[config.mk]
export PLATFORM = sky130hd
export DESIGN_NAME = hwlp_unit
export DESIGN_NICKNAME = d
export VERILOG_FILES = /design/src/hwlp_pkg.sv /design/src/hwlp_loop_ctrl.sv /design/src/hwlp_setup_decoder.sv /design/src/hwlp_slot.sv /design/src/hwlp_unit.sv
export SDC_FILE = /design/constraint.sdc
export NUM_CORES = 1
export LEC_CHECK = 0
export BUFFER_PORTS_ARGS = -buffer_cell sky130_fd_sc_hd__buf_2
export CORE_AREA = 2 2 197 199
export DETAILED_ROUTE_END_ITERATION = 16
export DIE_AREA = 0 0 199 201
export PLACE_DENSITY_LB_ADDON = 0.05
export SYNTH_ARGS = -nofsm -noshare
export SYNTH_HDL_FRONTEND = slang
export SYNTH_SLANG_ARGS = --single-unit
[constraint.sdc]
create_clock -name clk -period 3.1 [get_ports clk]
set_input_delay 0.155 -clock clk [delete_from_list [all_inputs] [get_ports clk]]
set_output_delay 0.155 -clock clk [all_outputs]
set_load 0.02 [all_outputs]
[src/hwlp_pkg.sv]
// Shared constants and types for the hardware-loop unit
// Import into every module that needs slot count, field positions or opcodes

package hwlp_pkg;

  ////////////////////////////////////////
  // Sizes
  ////////////////////////////////////////

  // Number of loop register sets
  localparam int HWLP_N_SLOTS   = 2;
  // Slot index width, never below one bit
  localparam int HWLP_SLOT_BITS = (HWLP_N_SLOTS > 1) ? $clog2(HWLP_N_SLOTS) : 1;
  // Address and data width
  localparam int XLEN           = 32;

  // Major opcode shared by all loop setup instructions
  localparam logic [6:0] HWLP_OPCODE = 7'h7b;

  ////////////////////////////////////////
  // Instruction fields
  ////////////////////////////////////////

  localparam int OPCODE_LSB = 0;
  localparam int OPCODE_MSB = 6;
  // Destination field, low bits carry the slot id
  localparam int RD_LSB     = 7;
  localparam int RD_MSB     = 11;
  localparam int FUNCT3_LSB = 12;
  localparam int FUNCT3_MSB = 14;
  // Source field, doubles as short end offset for setup forms
  localparam int RS1_LSB    = 15;
  localparam int RS1_MSB    = 19;
  // I-type immediate
  localparam int IMM_I_LSB  = 20;
  localparam int IMM_I_MSB  = 31;

  ////////////////////////////////////////
  // Setup opcodes (funct3)
  ////////////////////////////////////////

  // 6 and 7 left undefined, decoder ignores them
  typedef enum logic [2:0] {
    HWLP_STARTI = 3'd0,  // start = pc_id + imm
    HWLP_ENDI   = 3'd1,  // end = pc_id + imm
    HWLP_COUNT  = 3'd2,  // count = rs1
    HWLP_COUNTI = 3'd3,  // count = zext imm
    HWLP_SETUP  = 3'd4,  // start, end, count from rs1
    HWLP_SETUPI = 3'd5   // start, end, count from imm
  } hwlp_op_e;

endpackage

[src/hwlp_loop_ctrl.sv]
// Hardware-loop controller
// Watches the fetch PC against every slot end address and requests a jump
// back to the loop start; decrements the winning slot when fetch advances

`timescale 1ns/1ps

module hwlp_loop_ctrl (
  input  logic [hwlp_pkg::XLEN-1:0]                              pc_if_i,
  input  logic                                                   fetch_advance_i,
  input  logic [hwlp_pkg::HWLP_N_SLOTS-1:0][hwlp_pkg::XLEN-1:0] start_i,
  input  logic [hwlp_pkg::HWLP_N_SLOTS-1:0][hwlp_pkg::XLEN-1:0] end_i,
  input  logic [hwlp_pkg::HWLP_N_SLOTS-1:0][hwlp_pkg::XLEN-1:0] counter_i,
  output logic [hwlp_pkg::HWLP_N_SLOTS-1:0]                      dec_o,
  output logic                                                   hwlp_jump_o,
  output logic [hwlp_pkg::XLEN-1:0]                              hwlp_targ_addr_o
);

  import hwlp_pkg::*;

  logic [HWLP_N_SLOTS-1:0]   active;
  logic [HWLP_N_SLOTS-1:0]   match;
  logic [HWLP_N_SLOTS-1:0]   win_oh;
  logic [HWLP_SLOT_BITS-1:0] win_idx;
  logic                      hit;
  logic [XLEN-1:0]           win_cnt;
  logic [XLEN-1:0]           win_start;

  ////////////////////////////////////////
  // End address compare
  ////////////////////////////////////////

  always_comb
  begin
    for (int i = 0; i < HWLP_N_SLOTS; i++)
    begin
      // Slot live while counter nonzero
      active[i] = (counter_i[i] != '0);
      match[i]  = active[i] && (end_i[i] == pc_if_i);
    end
  end

  ////////////////////////////////////////
  // Priority select, lowest index wins
  ////////////////////////////////////////

  always_comb
  begin
    hit     = 1'b0;
    win_idx = '0;
    win_oh  = '0;
    for (int i = 0; i < HWLP_N_SLOTS; i++)
    begin
      if (match[i] && !hit)
      begin
        hit       = 1'b1;
        win_idx   = HWLP_SLOT_BITS'(i);
        win_oh[i] = 1'b1;
      end
    end
  end

  assign win_cnt   = counter_i[win_idx];
  assign win_start = start_i[win_idx];

  // Jump back unless this is the last pass
  assign hwlp_jump_o      = hit && (win_cnt > XLEN'(1));
  assign hwlp_targ_addr_o = hwlp_jump_o ? win_start : '0;

  // Count down only the winner, and only when fetch takes the PC
  assign dec_o = win_oh & {HWLP_N_SLOTS{fetch_advance_i}};

endmodule

[src/hwlp_setup_decoder.sv]
// Decoder for the hardware-loop setup instructions
// Turns one retiring instruction into per-slot write enables and the
// start, end and count values broadcast to all loop slots

`timescale 1ns/1ps

module hwlp_setup_decoder (
  input  logic                              instr_valid_i,
  input  logic [hwlp_pkg::XLEN-1:0]         instr_rdata_i,
  input  logic [hwlp_pkg::XLEN-1:0]         pc_id_i,
  input  logic [hwlp_pkg::XLEN-1:0]         pc_if_i,
  input  logic [hwlp_pkg::XLEN-1:0]         rs1_data_i,
  output logic [hwlp_pkg::HWLP_N_SLOTS-1:0] start_we_o,
  output logic [hwlp_pkg::HWLP_N_SLOTS-1:0] end_we_o,
  output logic [hwlp_pkg::HWLP_N_SLOTS-1:0] cnt_we_o,
  output logic [hwlp_pkg::XLEN-1:0]         start_data_o,
  output logic [hwlp_pkg::XLEN-1:0]         end_data_o,
  output logic [hwlp_pkg::XLEN-1:0]         cnt_data_o
);

  import hwlp_pkg::*;

  logic [6:0]                opcode;
  logic [2:0]                funct3;
  logic [4:0]                rd_field;
  logic [4:0]                rs1_field;
  logic [HWLP_SLOT_BITS-1:0] slot_id;
  hwlp_op_e                  op;

  logic [XLEN-1:0]           imm_i_sext;
  logic [XLEN-1:0]           imm_i_zext;
  logic [XLEN-1:0]           imm_z_shl;
  logic [XLEN-1:0]           addr_imm;
  logic [XLEN-1:0]           addr_z;

  logic                      op_known;
  logic                      start_sel;
  logic                      end_sel;
  logic                      cnt_sel;
  logic                      setup_form;
  logic                      cnt_from_rs1;
  logic                      instr_hit;
  logic [HWLP_N_SLOTS-1:0]   slot_oh;

  // Field split
  assign opcode    = instr_rdata_i[OPCODE_MSB:OPCODE_LSB];
  assign funct3    = instr_rdata_i[FUNCT3_MSB:FUNCT3_LSB];
  assign rd_field  = instr_rdata_i[RD_MSB:RD_LSB];
  assign rs1_field = instr_rdata_i[RS1_MSB:RS1_LSB];
  assign slot_id   = rd_field[HWLP_SLOT_BITS-1:0];
  assign op        = hwlp_op_e'(funct3);

  ////////////////////////////////////////
  // Immediates and address adders
  ////////////////////////////////////////

  assign imm_i_sext = {{(XLEN-12){instr_rdata_i[IMM_I_MSB]}},
                       instr_rdata_i[IMM_I_MSB:IMM_I_LSB]};
  assign imm_i_zext = {{(XLEN-12){1'b0}}, instr_rdata_i[IMM_I_MSB:IMM_I_LSB]};
  // rs1 field as halfword offset
  assign imm_z_shl  = {{(XLEN-6){1'b0}}, rs1_field, 1'b0};

  // Two adders, both relative to the decoded PC
  assign addr_imm = pc_id_i + imm_i_sext;
  assign addr_z   = pc_id_i + imm_z_shl;

  ////////////////////////////////////////
  // Opcode decode
  ////////////////////////////////////////

  always_comb
  begin
    start_sel = 1'b0;
    end_sel   = 1'b0;
    cnt_sel   = 1'b0;
    op_known  = 1'b1;
    case (op)
      HWLP_STARTI: start_sel = 1'b1;
      HWLP_ENDI:   end_sel   = 1'b1;
      HWLP_COUNT,
      HWLP_COUNTI: cnt_sel   = 1'b1;
      HWLP_SETUP,
      HWLP_SETUPI:
      begin
        start_sel = 1'b1;
        end_sel   = 1'b1;
        cnt_sel   = 1'b1;
      end
      // funct3 6 and 7
      default:     op_known  = 1'b0;
    endcase
  end

  assign setup_form   = (op == HWLP_SETUP) || (op == HWLP_SETUPI);
  assign cnt_from_rs1 = (op == HWLP_COUNT) || (op == HWLP_SETUP);

  // Only a valid, defined loop instruction writes
  assign instr_hit = instr_valid_i && (opcode == HWLP_OPCODE) && op_known;

  // Data mux, shared by every slot
  assign start_data_o = setup_form ? pc_if_i : addr_imm;
  assign end_data_o   = setup_form ? addr_z : addr_imm;
  assign cnt_data_o   = cnt_from_rs1 ? rs1_data_i : imm_i_zext;

  // Slot id to one-hot
  always_comb
  begin
    for (int i = 0; i < HWLP_N_SLOTS; i++)
    begin
      slot_oh[i] = (slot_id == HWLP_SLOT_BITS'(i));
    end
  end

  assign start_we_o = slot_oh & {HWLP_N_SLOTS{instr_hit && start_sel}};
  assign end_we_o   = slot_oh & {HWLP_N_SLOTS{instr_hit && end_sel}};
  assign cnt_we_o   = slot_oh & {HWLP_N_SLOTS{instr_hit && cnt_sel}};

endmodule

[src/hwlp_slot.sv]
// One hardware-loop register set: start address, end address, counter
// Loaded by the setup decoder, counted down by the loop controller
// Instantiated once per slot from the unit top level

`timescale 1ns/1ps

module hwlp_slot (
  input  logic                      clk,
  input  logic                      rst_n,
  input  logic                      start_we_i,
  input  logic                      end_we_i,
  input  logic                      cnt_we_i,
  input  logic                      dec_i,
  input  logic [hwlp_pkg::XLEN-1:0] start_data_i,
  input  logic [hwlp_pkg::XLEN-1:0] end_data_i,
  input  logic [hwlp_pkg::XLEN-1:0] cnt_data_i,
  output logic [hwlp_pkg::XLEN-1:0] start_o,
  output logic [hwlp_pkg::XLEN-1:0] end_o,
  output logic [hwlp_pkg::XLEN-1:0] counter_o
);

  import hwlp_pkg::*;

  logic [XLEN-1:0] start_q;
  logic [XLEN-1:0] end_q;
  logic [XLEN-1:0] counter_q;

  // Loop start
  always_ff @(posedge clk, negedge rst_n)
  begin
    if (!rst_n)
      start_q <= '0;
    else if (start_we_i)
      start_q <= start_data_i;
  end

  // Loop end, compared against fetch PC
  always_ff @(posedge clk, negedge rst_n)
  begin
    if (!rst_n)
      end_q <= '0;
    else if (end_we_i)
      end_q <= end_data_i;
  end

  // Iteration counter
  // a new count overrides a decrement on the same edge
  always_ff @(posedge clk, negedge rst_n)
  begin
    if (!rst_n)
    begin
      counter_q <= '0;
    end
    else if (cnt_we_i)
    begin
      counter_q <= cnt_data_i;
    end
    else if (dec_i)
    begin
      counter_q <= counter_q - 1'b1;
    end
  end

  assign start_o   = start_q;
  assign end_o     = end_q;
  assign counter_o = counter_q;

endmodule

[src/hwlp_unit.sv]
// Hardware-loop unit of the decode stage, standalone
// Setup decoder feeds a bank of loop slots; the loop controller reads them
// and returns jump requests for the fetch stage

`timescale 1ns/1ps

module hwlp_unit (
  input  logic                      clk,
  input  logic                      rst_n,
  input  logic                      instr_valid_i,
  input  logic [hwlp_pkg::XLEN-1:0] instr_rdata_i,
  input  logic [hwlp_pkg::XLEN-1:0] pc_id_i,
  input  logic [hwlp_pkg::XLEN-1:0] pc_if_i,
  input  logic [hwlp_pkg::XLEN-1:0] rs1_data_i,
  input  logic                      fetch_advance_i,
  output logic                      hwlp_jump_o,
  output logic [hwlp_pkg::XLEN-1:0] hwlp_targ_addr_o
);

  import hwlp_pkg::*;

  // Decoder to slots
  logic [HWLP_N_SLOTS-1:0]           start_we;
  logic [HWLP_N_SLOTS-1:0]           end_we;
  logic [HWLP_N_SLOTS-1:0]           cnt_we;
  logic [XLEN-1:0]                   start_data;
  logic [XLEN-1:0]                   end_data;
  logic [XLEN-1:0]                   cnt_data;

  // Slots to controller and back
  logic [HWLP_N_SLOTS-1:0][XLEN-1:0] slot_start;
  logic [HWLP_N_SLOTS-1:0][XLEN-1:0] slot_end;
  logic [HWLP_N_SLOTS-1:0][XLEN-1:0] slot_cnt;
  logic [HWLP_N_SLOTS-1:0]           slot_dec;

  ////////////////////////////////////////
  // Setup decode
  ////////////////////////////////////////

  hwlp_setup_decoder setup_decoder_inst (
    .instr_valid_i ( instr_valid_i ),
    .instr_rdata_i ( instr_rdata_i ),
    .pc_id_i       ( pc_id_i       ),
    .pc_if_i       ( pc_if_i       ),
    .rs1_data_i    ( rs1_data_i    ),
    .start_we_o    ( start_we      ),
    .end_we_o      ( end_we        ),
    .cnt_we_o      ( cnt_we        ),
    .start_data_o  ( start_data    ),
    .end_data_o    ( end_data      ),
    .cnt_data_o    ( cnt_data      )
  );

  ////////////////////////////////////////
  // Loop register sets
  ////////////////////////////////////////

  for (genvar i = 0; i < HWLP_N_SLOTS; i++)
  begin : gen_slot
    hwlp_slot slot_inst (
      .clk          ( clk           ),
      .rst_n        ( rst_n         ),
      .start_we_i   ( start_we[i]   ),
      .end_we_i     ( end_we[i]     ),
      .cnt_we_i     ( cnt_we[i]     ),
      .dec_i        ( slot_dec[i]   ),
      .start_data_i ( start_data    ),
      .end_data_i   ( end_data      ),
      .cnt_data_i   ( cnt_data      ),
      .start_o      ( slot_start[i] ),
      .end_o        ( slot_end[i]   ),
      .counter_o    ( slot_cnt[i]   )
    );
  end

  // Jump decision, purely combinational on pc_if_i
  hwlp_loop_ctrl loop_ctrl_inst (
    .pc_if_i          ( pc_if_i          ),
    .fetch_advance_i  ( fetch_advance_i  ),
    .start_i          ( slot_start       ),
    .end_i            ( slot_end         ),
    .counter_i        ( slot_cnt         ),
    .dec_o            ( slot_dec         ),
    .hwlp_jump_o      ( hwlp_jump_o      ),
    .hwlp_targ_addr_o ( hwlp_targ_addr_o )
  );

endmodule

==> impl_metrics.csv, run 1 <==
group,metric,value,unit
outcome,outcome,"finished with violations",
outcome,violations,"negative setup slack",
setup_path,cp-end-kind,"output pin",
clock_tree,cts.sinks,192,
finish,instances_no_fill,2334,
floorplanning,start_util,34.2,%
timing,worstMarginPinSlew,1.23,ns
power,leakage,7.60,nW
clock_tree,cts_tree,"yes",
drt,dr.pass1.iters,6,
floorplanning,die_width,199,um
clock_tree,path_clk_slew,0.08,ns
yosys,synth_edf_count,0,
grt,grt_first_pass_wirelength,72400,um
timing,setup_violations,58,
floorplanning,coreArea,38100,sq um
timing,hold_ws,0.0237,ns
run,maxCapViolCount,0,
yosys,synthFlopType,"dfrtp_1",
yosys,synthesis.nets,1728,
timing,max_slew_margin,18.3,%
grt,first_global_vias,11900,
floorplanning,die_y,201,um
timing,fin_skew,0.0130,ns
place,dp_slack,-0.0778,ns
drt,wl_per_cell,20.6,um
power,p_per_area,388,nW/um^2
yosys,synthArstFlopShare,100,%
grt,grt_max_degree,76,
floorplanning,pin_count,165,
yosys,netlist_area,13000,sq um
finish,layout-drive-gt1-share,26.0,%
drt,route.detailed.drc,0,
setup_path,cp.arrival,3.39,ns
setup_path,cp_slowest_stage_delay,0.53,ns
clock_tree,cts-root-buf,"clkbuf_16",
yosys,yosysWarnings,0,
drt,drt-total-wl,48000,um
clock_tree,cts_buffer_depth,2,
setup_path,startpoint_type,"register",
drt,ant_nets,0,
finish,nFillCells,3833,
yosys,syn_area_per_cell,8.39,sq um
setup_path,cp.required,2.94,ns
place,dp_hpwl,36200,um
setup_path,critical_path.max_fanout,8,
timing,rsz0062_at_grt,"yes",
drt,num_vias,12400,
finish,layout.nets,1973,
power,ir_drop,0.239,mV
timing,finalMaxSlewViolations,0,
hold_path,min_path_type,"in2reg",
setup_path,slowest_stage,"or4_4",
yosys,synth_cell_type_count,71,
yosys,syn_inst,1555,
timing,hold_violations,0,
timing,worst_slack,-0.450,ns
timing,fmaxAchievable,0.282,GHz
place,io_buffers,160,
yosys,seq_area_frac_synth,36.8,%
place,dp.cells,2258,
grt,grt_overflow_total,0,
grt,grt_antenna_before_repair,3,
finish,regArea,4800,sq um
finish,multi_input_area,8470,sq um
floorplanning,row_count,72,
setup_path,crit_type,"reg2out",
timing,tns,-17.23,ns
clock_tree,cts_made_buffers,17,
place,gp_congestion,0.847,
finish,final_util,44.9,%
drt,viasPerCell,5.30,
timing,fin_crit,3.55,ns
timing,post-route-period-util,115,%
finish,syn2layout_area_growth,31.2,%
yosys,synth-seq-cells,192,
clock_tree,ctsHtreeMaxLevel,4,
floorplanning,die_area,40000,sq um
setup_path,worstPathCellList,"or4_4, nand2b_4, or3_4, or4b_4, a221oi_4, buf_12, buf_6, nand2_1, a21oi_4, buf_4",
clock_tree,clkLatencyLatePin,0.46,ns
drt,drt_iter0_markers,857,
grt,grt_use_total,24.0,%
[sequential cells by signal, indices dropped and copies added, names as in the netlist]
name and flops:
gen_slot.slot_inst.counter_o 64, gen_slot.slot_inst.start_o 64, gen_slot.slot_inst.end_o 64
[report_power, final]
part           switching (mW)  internal [mW]  leakage [nW]
Sequential             0.0745           2.59          2.65
Combinational            1.06          0.720          4.67
Clock                    1.12           1.08         0.277
Total                    2.26           4.39          7.60
[timing repair]
action / in CTS / in global routing
hold buffers: 22 / 0
resized for setup: 76 / 69
setup buffers: 9 / 6
gates cloned: 1 / 4
endpoints found under the hold margin: 105 / 0
setup endpoints to repair: 41 / 81
pin swaps: 5 / 18
[worst paths after layout]
path	start	end	slack, ns	cells after the start
worst max-delay path	gen_slot[0].slot_inst.counter_o[5]	hwlp_targ_addr_o[29]	-0.45	10
worst min register to register	gen_slot[1].slot_inst.start_o[26]	gen_slot[1].slot_inst.start_o[26]	0.49	2
worst min-delay path	pc_if_i[26]	gen_slot[1].slot_inst.start_o[26]	0.02	3
max in group asynchronous	rst_n	gen_slot[1].slot_inst.start_o[3]	1.99	3
worst max register to register	gen_slot[0].slot_inst.counter_o[5]	gen_slot[1].slot_inst.counter_o[21]	-0.27	12
min in group asynchronous	rst_n	gen_slot[0].slot_inst.counter_o[18]	0.29	2
[worst max-delay path: cells and delay by family, from the launching register on]
family                 cells  cell delay (ns)
and+or+nand+nor            5             1.66
buffers and inverters      3             0.49
AOI/OAI and AO/OA          2             0.40
DFF                        1             0.38
[synthesized netlist by cell type (all sizes together), types with 17 or more instances]
cell type | count | share of area [%]
nand4 | 35 | 1.7
nor2 | 103 | 3.0
dfrtp | 192 | 37
xor2 | 68 | 4.6
a21o | 17 | 0.98
nor3 | 38 | 1.5
inv | 20 | 0.58
nor4 | 27 | 1.3
mux2i | 33 | 2.5
ha | 39 | 3.7
o31ai | 17 | 0.98
nand2 | 223 | 6.4
mux2 | 33 | 2.8
a31oi | 39 | 1.9
o21ai | 104 | 4.0
xnor2 | 85 | 5.7
or3 | 17 | 0.82
a21oi | 138 | 5.4
nand3 | 70 | 2.7
clkbuf | 76 | 2.2
[layer usage]
metal,routed length [um],track usage (%),up-vias
li1,-,-,6048
met1,24400,36.9,6026
met2,21000,35.5,266
met3,1970,2.70,33
met4,705,6.29,0
met5,0,0,-
[placed cells by master, fill, tap and decap left out, drive strengths merged, types with 33 or more instances in the layout]
cell / synthesis / final
a21oi: 138 / 138
a31oi: 39 / 39
buf: 16 / 292
dfrtp: 192 / 192
ha: 39 / 39
mux2: 33 / 33
mux2i: 33 / 33
nand2: 223 / 223
nand3: 70 / 70
nand4: 35 / 35
nor2: 103 / 103
nor3: 38 / 38
o21ai: 104 / 104
xnor2: 85 / 85
xor2: 68 / 68
[logic make-up (layout without fill, tap and decap cells)]
family | count (synthesis) | in the layout | share of synthesized area (%)
other | 0 | 3 | 0
AO/OA/AOI/OAI | 390 | 390 | 17.9
buffers and inverters | 112 | 370 | 3.44
XOR/XNOR | 153 | 153 | 10.3
multiplexers | 66 | 66 | 5.38
flip-flops | 192 | 192 | 36.8
AND/OR/NAND/NOR | 601 | 601 | 22.1
adder cells (fa/ha/maj) | 41 | 41 | 4.05
[metrics by stage]
stage               instance area [sq um]  power [mW]
global placement                    15600        4.35
finish                              17100        6.65
global route                        17100        6.98
floorplan                           13500        3.57
detailed placement                  15600        4.35
CTS                                 16700        6.65
[layout make-up]
type | count | area share, %
Multi-Input combinational cell | 1251 | 49.5
Sequential cell | 192 | 28.1
Timing Repair Buffer | 318 | 14.9
Tap cell | 518 | 3.79
Clock buffer | 18 | 2.57
Clock inverter | 14 | 0.731
Inverter | 20 | 0.453
Antenna cell | 3 | 0.0439
Note: power is estimated with default switching activity, not from simulation.
==> run 2, diff against run 1 <==
--- a/config.mk
+++ b/config.mk
@@ -10,6 +10,7 @@
 export DETAILED_ROUTE_END_ITERATION = 16
 export DIE_AREA = 0 0 199 201
 export PLACE_DENSITY_LB_ADDON = 0.05
+export SETUP_SLACK_MARGIN = 0.02
 export SYNTH_ARGS = -nofsm -noshare
 export SYNTH_HDL_FRONTEND = slang
 export SYNTH_SLANG_ARGS = --single-unit
==> run 2 against run 1 <==
Net effect: the flow still finishes with violations (negative setup slack); non-clock buffer count grew 3; count of clock-buffer cells in the layout grew 4; clock power shrank 4%; via count shrank 0.38%; largest cell class unchanged; sequential share of layout area is essentially flat; critical path depth is the same; combinational power is essentially flat; fmax shrank 0.26%; sequential power is essentially flat; worst hold slack gained 0.0051 ns; setup slack lost 0.0092 ns.
==> impl_metrics.csv, run 2 (same netlist as run 1, synthesis figures left out) <==
group,metric,value,unit
setup_path,cp-end-kind,"output pin",
setup_path,startpoint_type,"register",
setup_path,cp.required,2.94,ns
floorplanning,pin_count,165,
grt,first_global_vias,11800,
drt,drt-total-wl,47800,um
clock_tree,cts_tree,"yes",
setup_path,cpMostUsedCell,"buf_12",
finish,final_util,45.0,%
timing,worst_slack,-0.459,ns
timing,fin_crit,3.56,ns
place,io_buffers,160,
finish,mostFrequentLayoutCell,"nand2_1",
place,dp_hpwl,35700,um
hold_path,min_path_type,"in2reg",
setup_path,worstPathCellList,"or4_4, nand2b_4, or3_4, or4b_4, a221oi_4, buf_12, buf_12, nand2_2, a21oi_2, buf_4",
setup_path,crit_type,"reg2out",
clock_tree,path_clk_slew,0.08,ns
setup_path,slowest_stage,"or4_4",
grt,grt_first_pass_wirelength,72300,um
timing,rsz0062_at_grt,"yes",
floorplanning,start_util,34.2,%
drt,route.detailed.drc,0,
finish,layout-drive-gt1-share,25.4,%
setup_path,cp_slowest_stage_delay,0.53,ns
power,leakage,7.61,nW
setup_path,cp.arrival,3.40,ns
clock_tree,ctsHtreeMaxLevel,4,
timing,post-route-period-util,115,%
finish,layout_common_cells,"nand2_1 (204), dfrtp_1 (192), buf_2 (126)",
outcome,outcome,"finished with violations",
timing,setup_violations,64,
floorplanning,coreArea,38100,sq um
clock_tree,cts_buffer_depth,2,
outcome,violations,"negative setup slack",
grt,grt_max_degree,79,
timing,hold_ws,0.0287,ns
drt,dr.pass1.iters,5,
floorplanning,die_width,199,um
setup_path,critical_path.max_fanout,8,
power,p_per_area,382,nW/um^2
drt,drt_iter0_markers,912,
finish,layout.nets,1976,
floorplanning,row_count,72,
grt,grt_overflow_total,0,
place,gp_congestion,0.852,
grt,grt_antenna_before_repair,2,
timing,max_slew_margin,45.3,%
floorplanning,die_area,40000,sq um
grt,grt_use_total,24.0,%
drt,ant_nets,0,
drt,wl_per_cell,20.4,um
power,power,6.54,mW
clock_tree,cts-root-buf,"clkbuf_16",
timing,fmaxAchievable,0.281,GHz
run,maxCapViolCount,0,
finish,syn2layout_area_growth,31.4,%
timing,fin_skew,0.0161,ns
clock_tree,cts.sinks,192,
clock_tree,clkLatencyLatePin,0.45,ns
clock_tree,cts_made_buffers,17,
timing,worstMarginPinSlew,0.819,ns
timing,finalMaxSlewViolations,0,
floorplanning,die_y,201,um
drt,num_vias,12300,
power,ir_drop,0.351,mV
drt,viasPerCell,5.27,
timing,hold_violations,0,
[run 2: changes by cell type in the layout (fill, tap and decap cells not counted), moves of 3 or more]
cell and delta:
nand2_1 +15, nand2_2 -14, clkinv_4 -4, o21ai_1 +4, clkbuf_1 +3, buf_6 +3, o21ai_0 -4
[run 2: critical path: cells and delay by family (launching register included)]
| family | cells | cell delay, ns |
|---|---|---|
| and+or+nand+nor | 5 | 1.61 |
| buffers and inverters | 3 | 0.48 |
| AOI/OAI and AO/OA | 2 | 0.47 |
| DFF | 1 | 0.38 |
[run 2: through the flow]
| step | cells | cell area (sq um) | worst slack (ns) | TNS, ns |
|---|---|---|---|---|
| floorplan | 1555 | 13500 | -0.0725 | -2.39 |
| global placement | 2256 | 15600 | -0.128 | -3.75 |
| detailed placement | 2256 | 15600 | -0.138 | -3.08 |
| CTS | 2318 | 16700 | -0.518 | -17.48 |
| global route | 2336 | 17100 | -0.548 | -25.24 |
| finish | 2337 | 17100 | -0.459 | -17.70 |
[run 2: worst paths after layout]
| check | start | endpoint | slack [ns] | cells after the start |
|---|---|---|---|---|
| min | pc_if_i[26] | gen_slot[1].slot_inst.start_o[26] | 0.03 | 3 |
| min in group asynchronous | rst_n | gen_slot[0].slot_inst.counter_o[15] | 0.28 | 2 |
| max in group asynchronous | rst_n | gen_slot[0].slot_inst.end_o[25] | 1.97 | 3 |
| min reg2reg | gen_slot[1].slot_inst.start_o[26] | gen_slot[1].slot_inst.start_o[26] | 0.48 | 2 |
| max reg2reg | gen_slot[0].slot_inst.counter_o[5] | gen_slot[1].slot_inst.counter_o[20] | -0.28 | 13 |
| max | gen_slot[0].slot_inst.counter_o[5] | hwlp_targ_addr_o[31] | -0.46 | 10 |
[run 2: final cells by class]
type / count / area (sq um)
diodes: 3 / 7.51
clock buffers: 22 / 464
clock inverters: 10 / 77.6
fillers: 3849 / 21000
inverters: 20 / 77.6
multi-input cells: 1251 / 8460
flip-flops and latches: 192 / 4800
well taps: 518 / 648
repair buffers: 321 / 2600
[run 2: metal layers]
layer | track usage (%) | vias up | part of all wire [%]
li1 | - | 6059 | -
met1 | 37.9 | 5944 | 52
met2 | 34.8 | 293 | 43
met3 | 2.15 | 30 | 3.7
met4 | 5.94 | 0 | 1.5
met5 | 0 | - | 0
[run 2: power breakdown]
group | internal (mW) | switching (mW)
clock network | 1.08 | 1.04
logic | 0.701 | 1.06
registers | 2.59 | 0.0717
[run 2: repair_timing]
item,4_1_cts,5_1_grt
hold buffers,20,1
endpoints found under the setup margin,56,91
gates resized for setup,85,62
hold endpoints to repair,102,1
pin swaps,4,25
gates cloned,3,3
buffers inserted,7,15
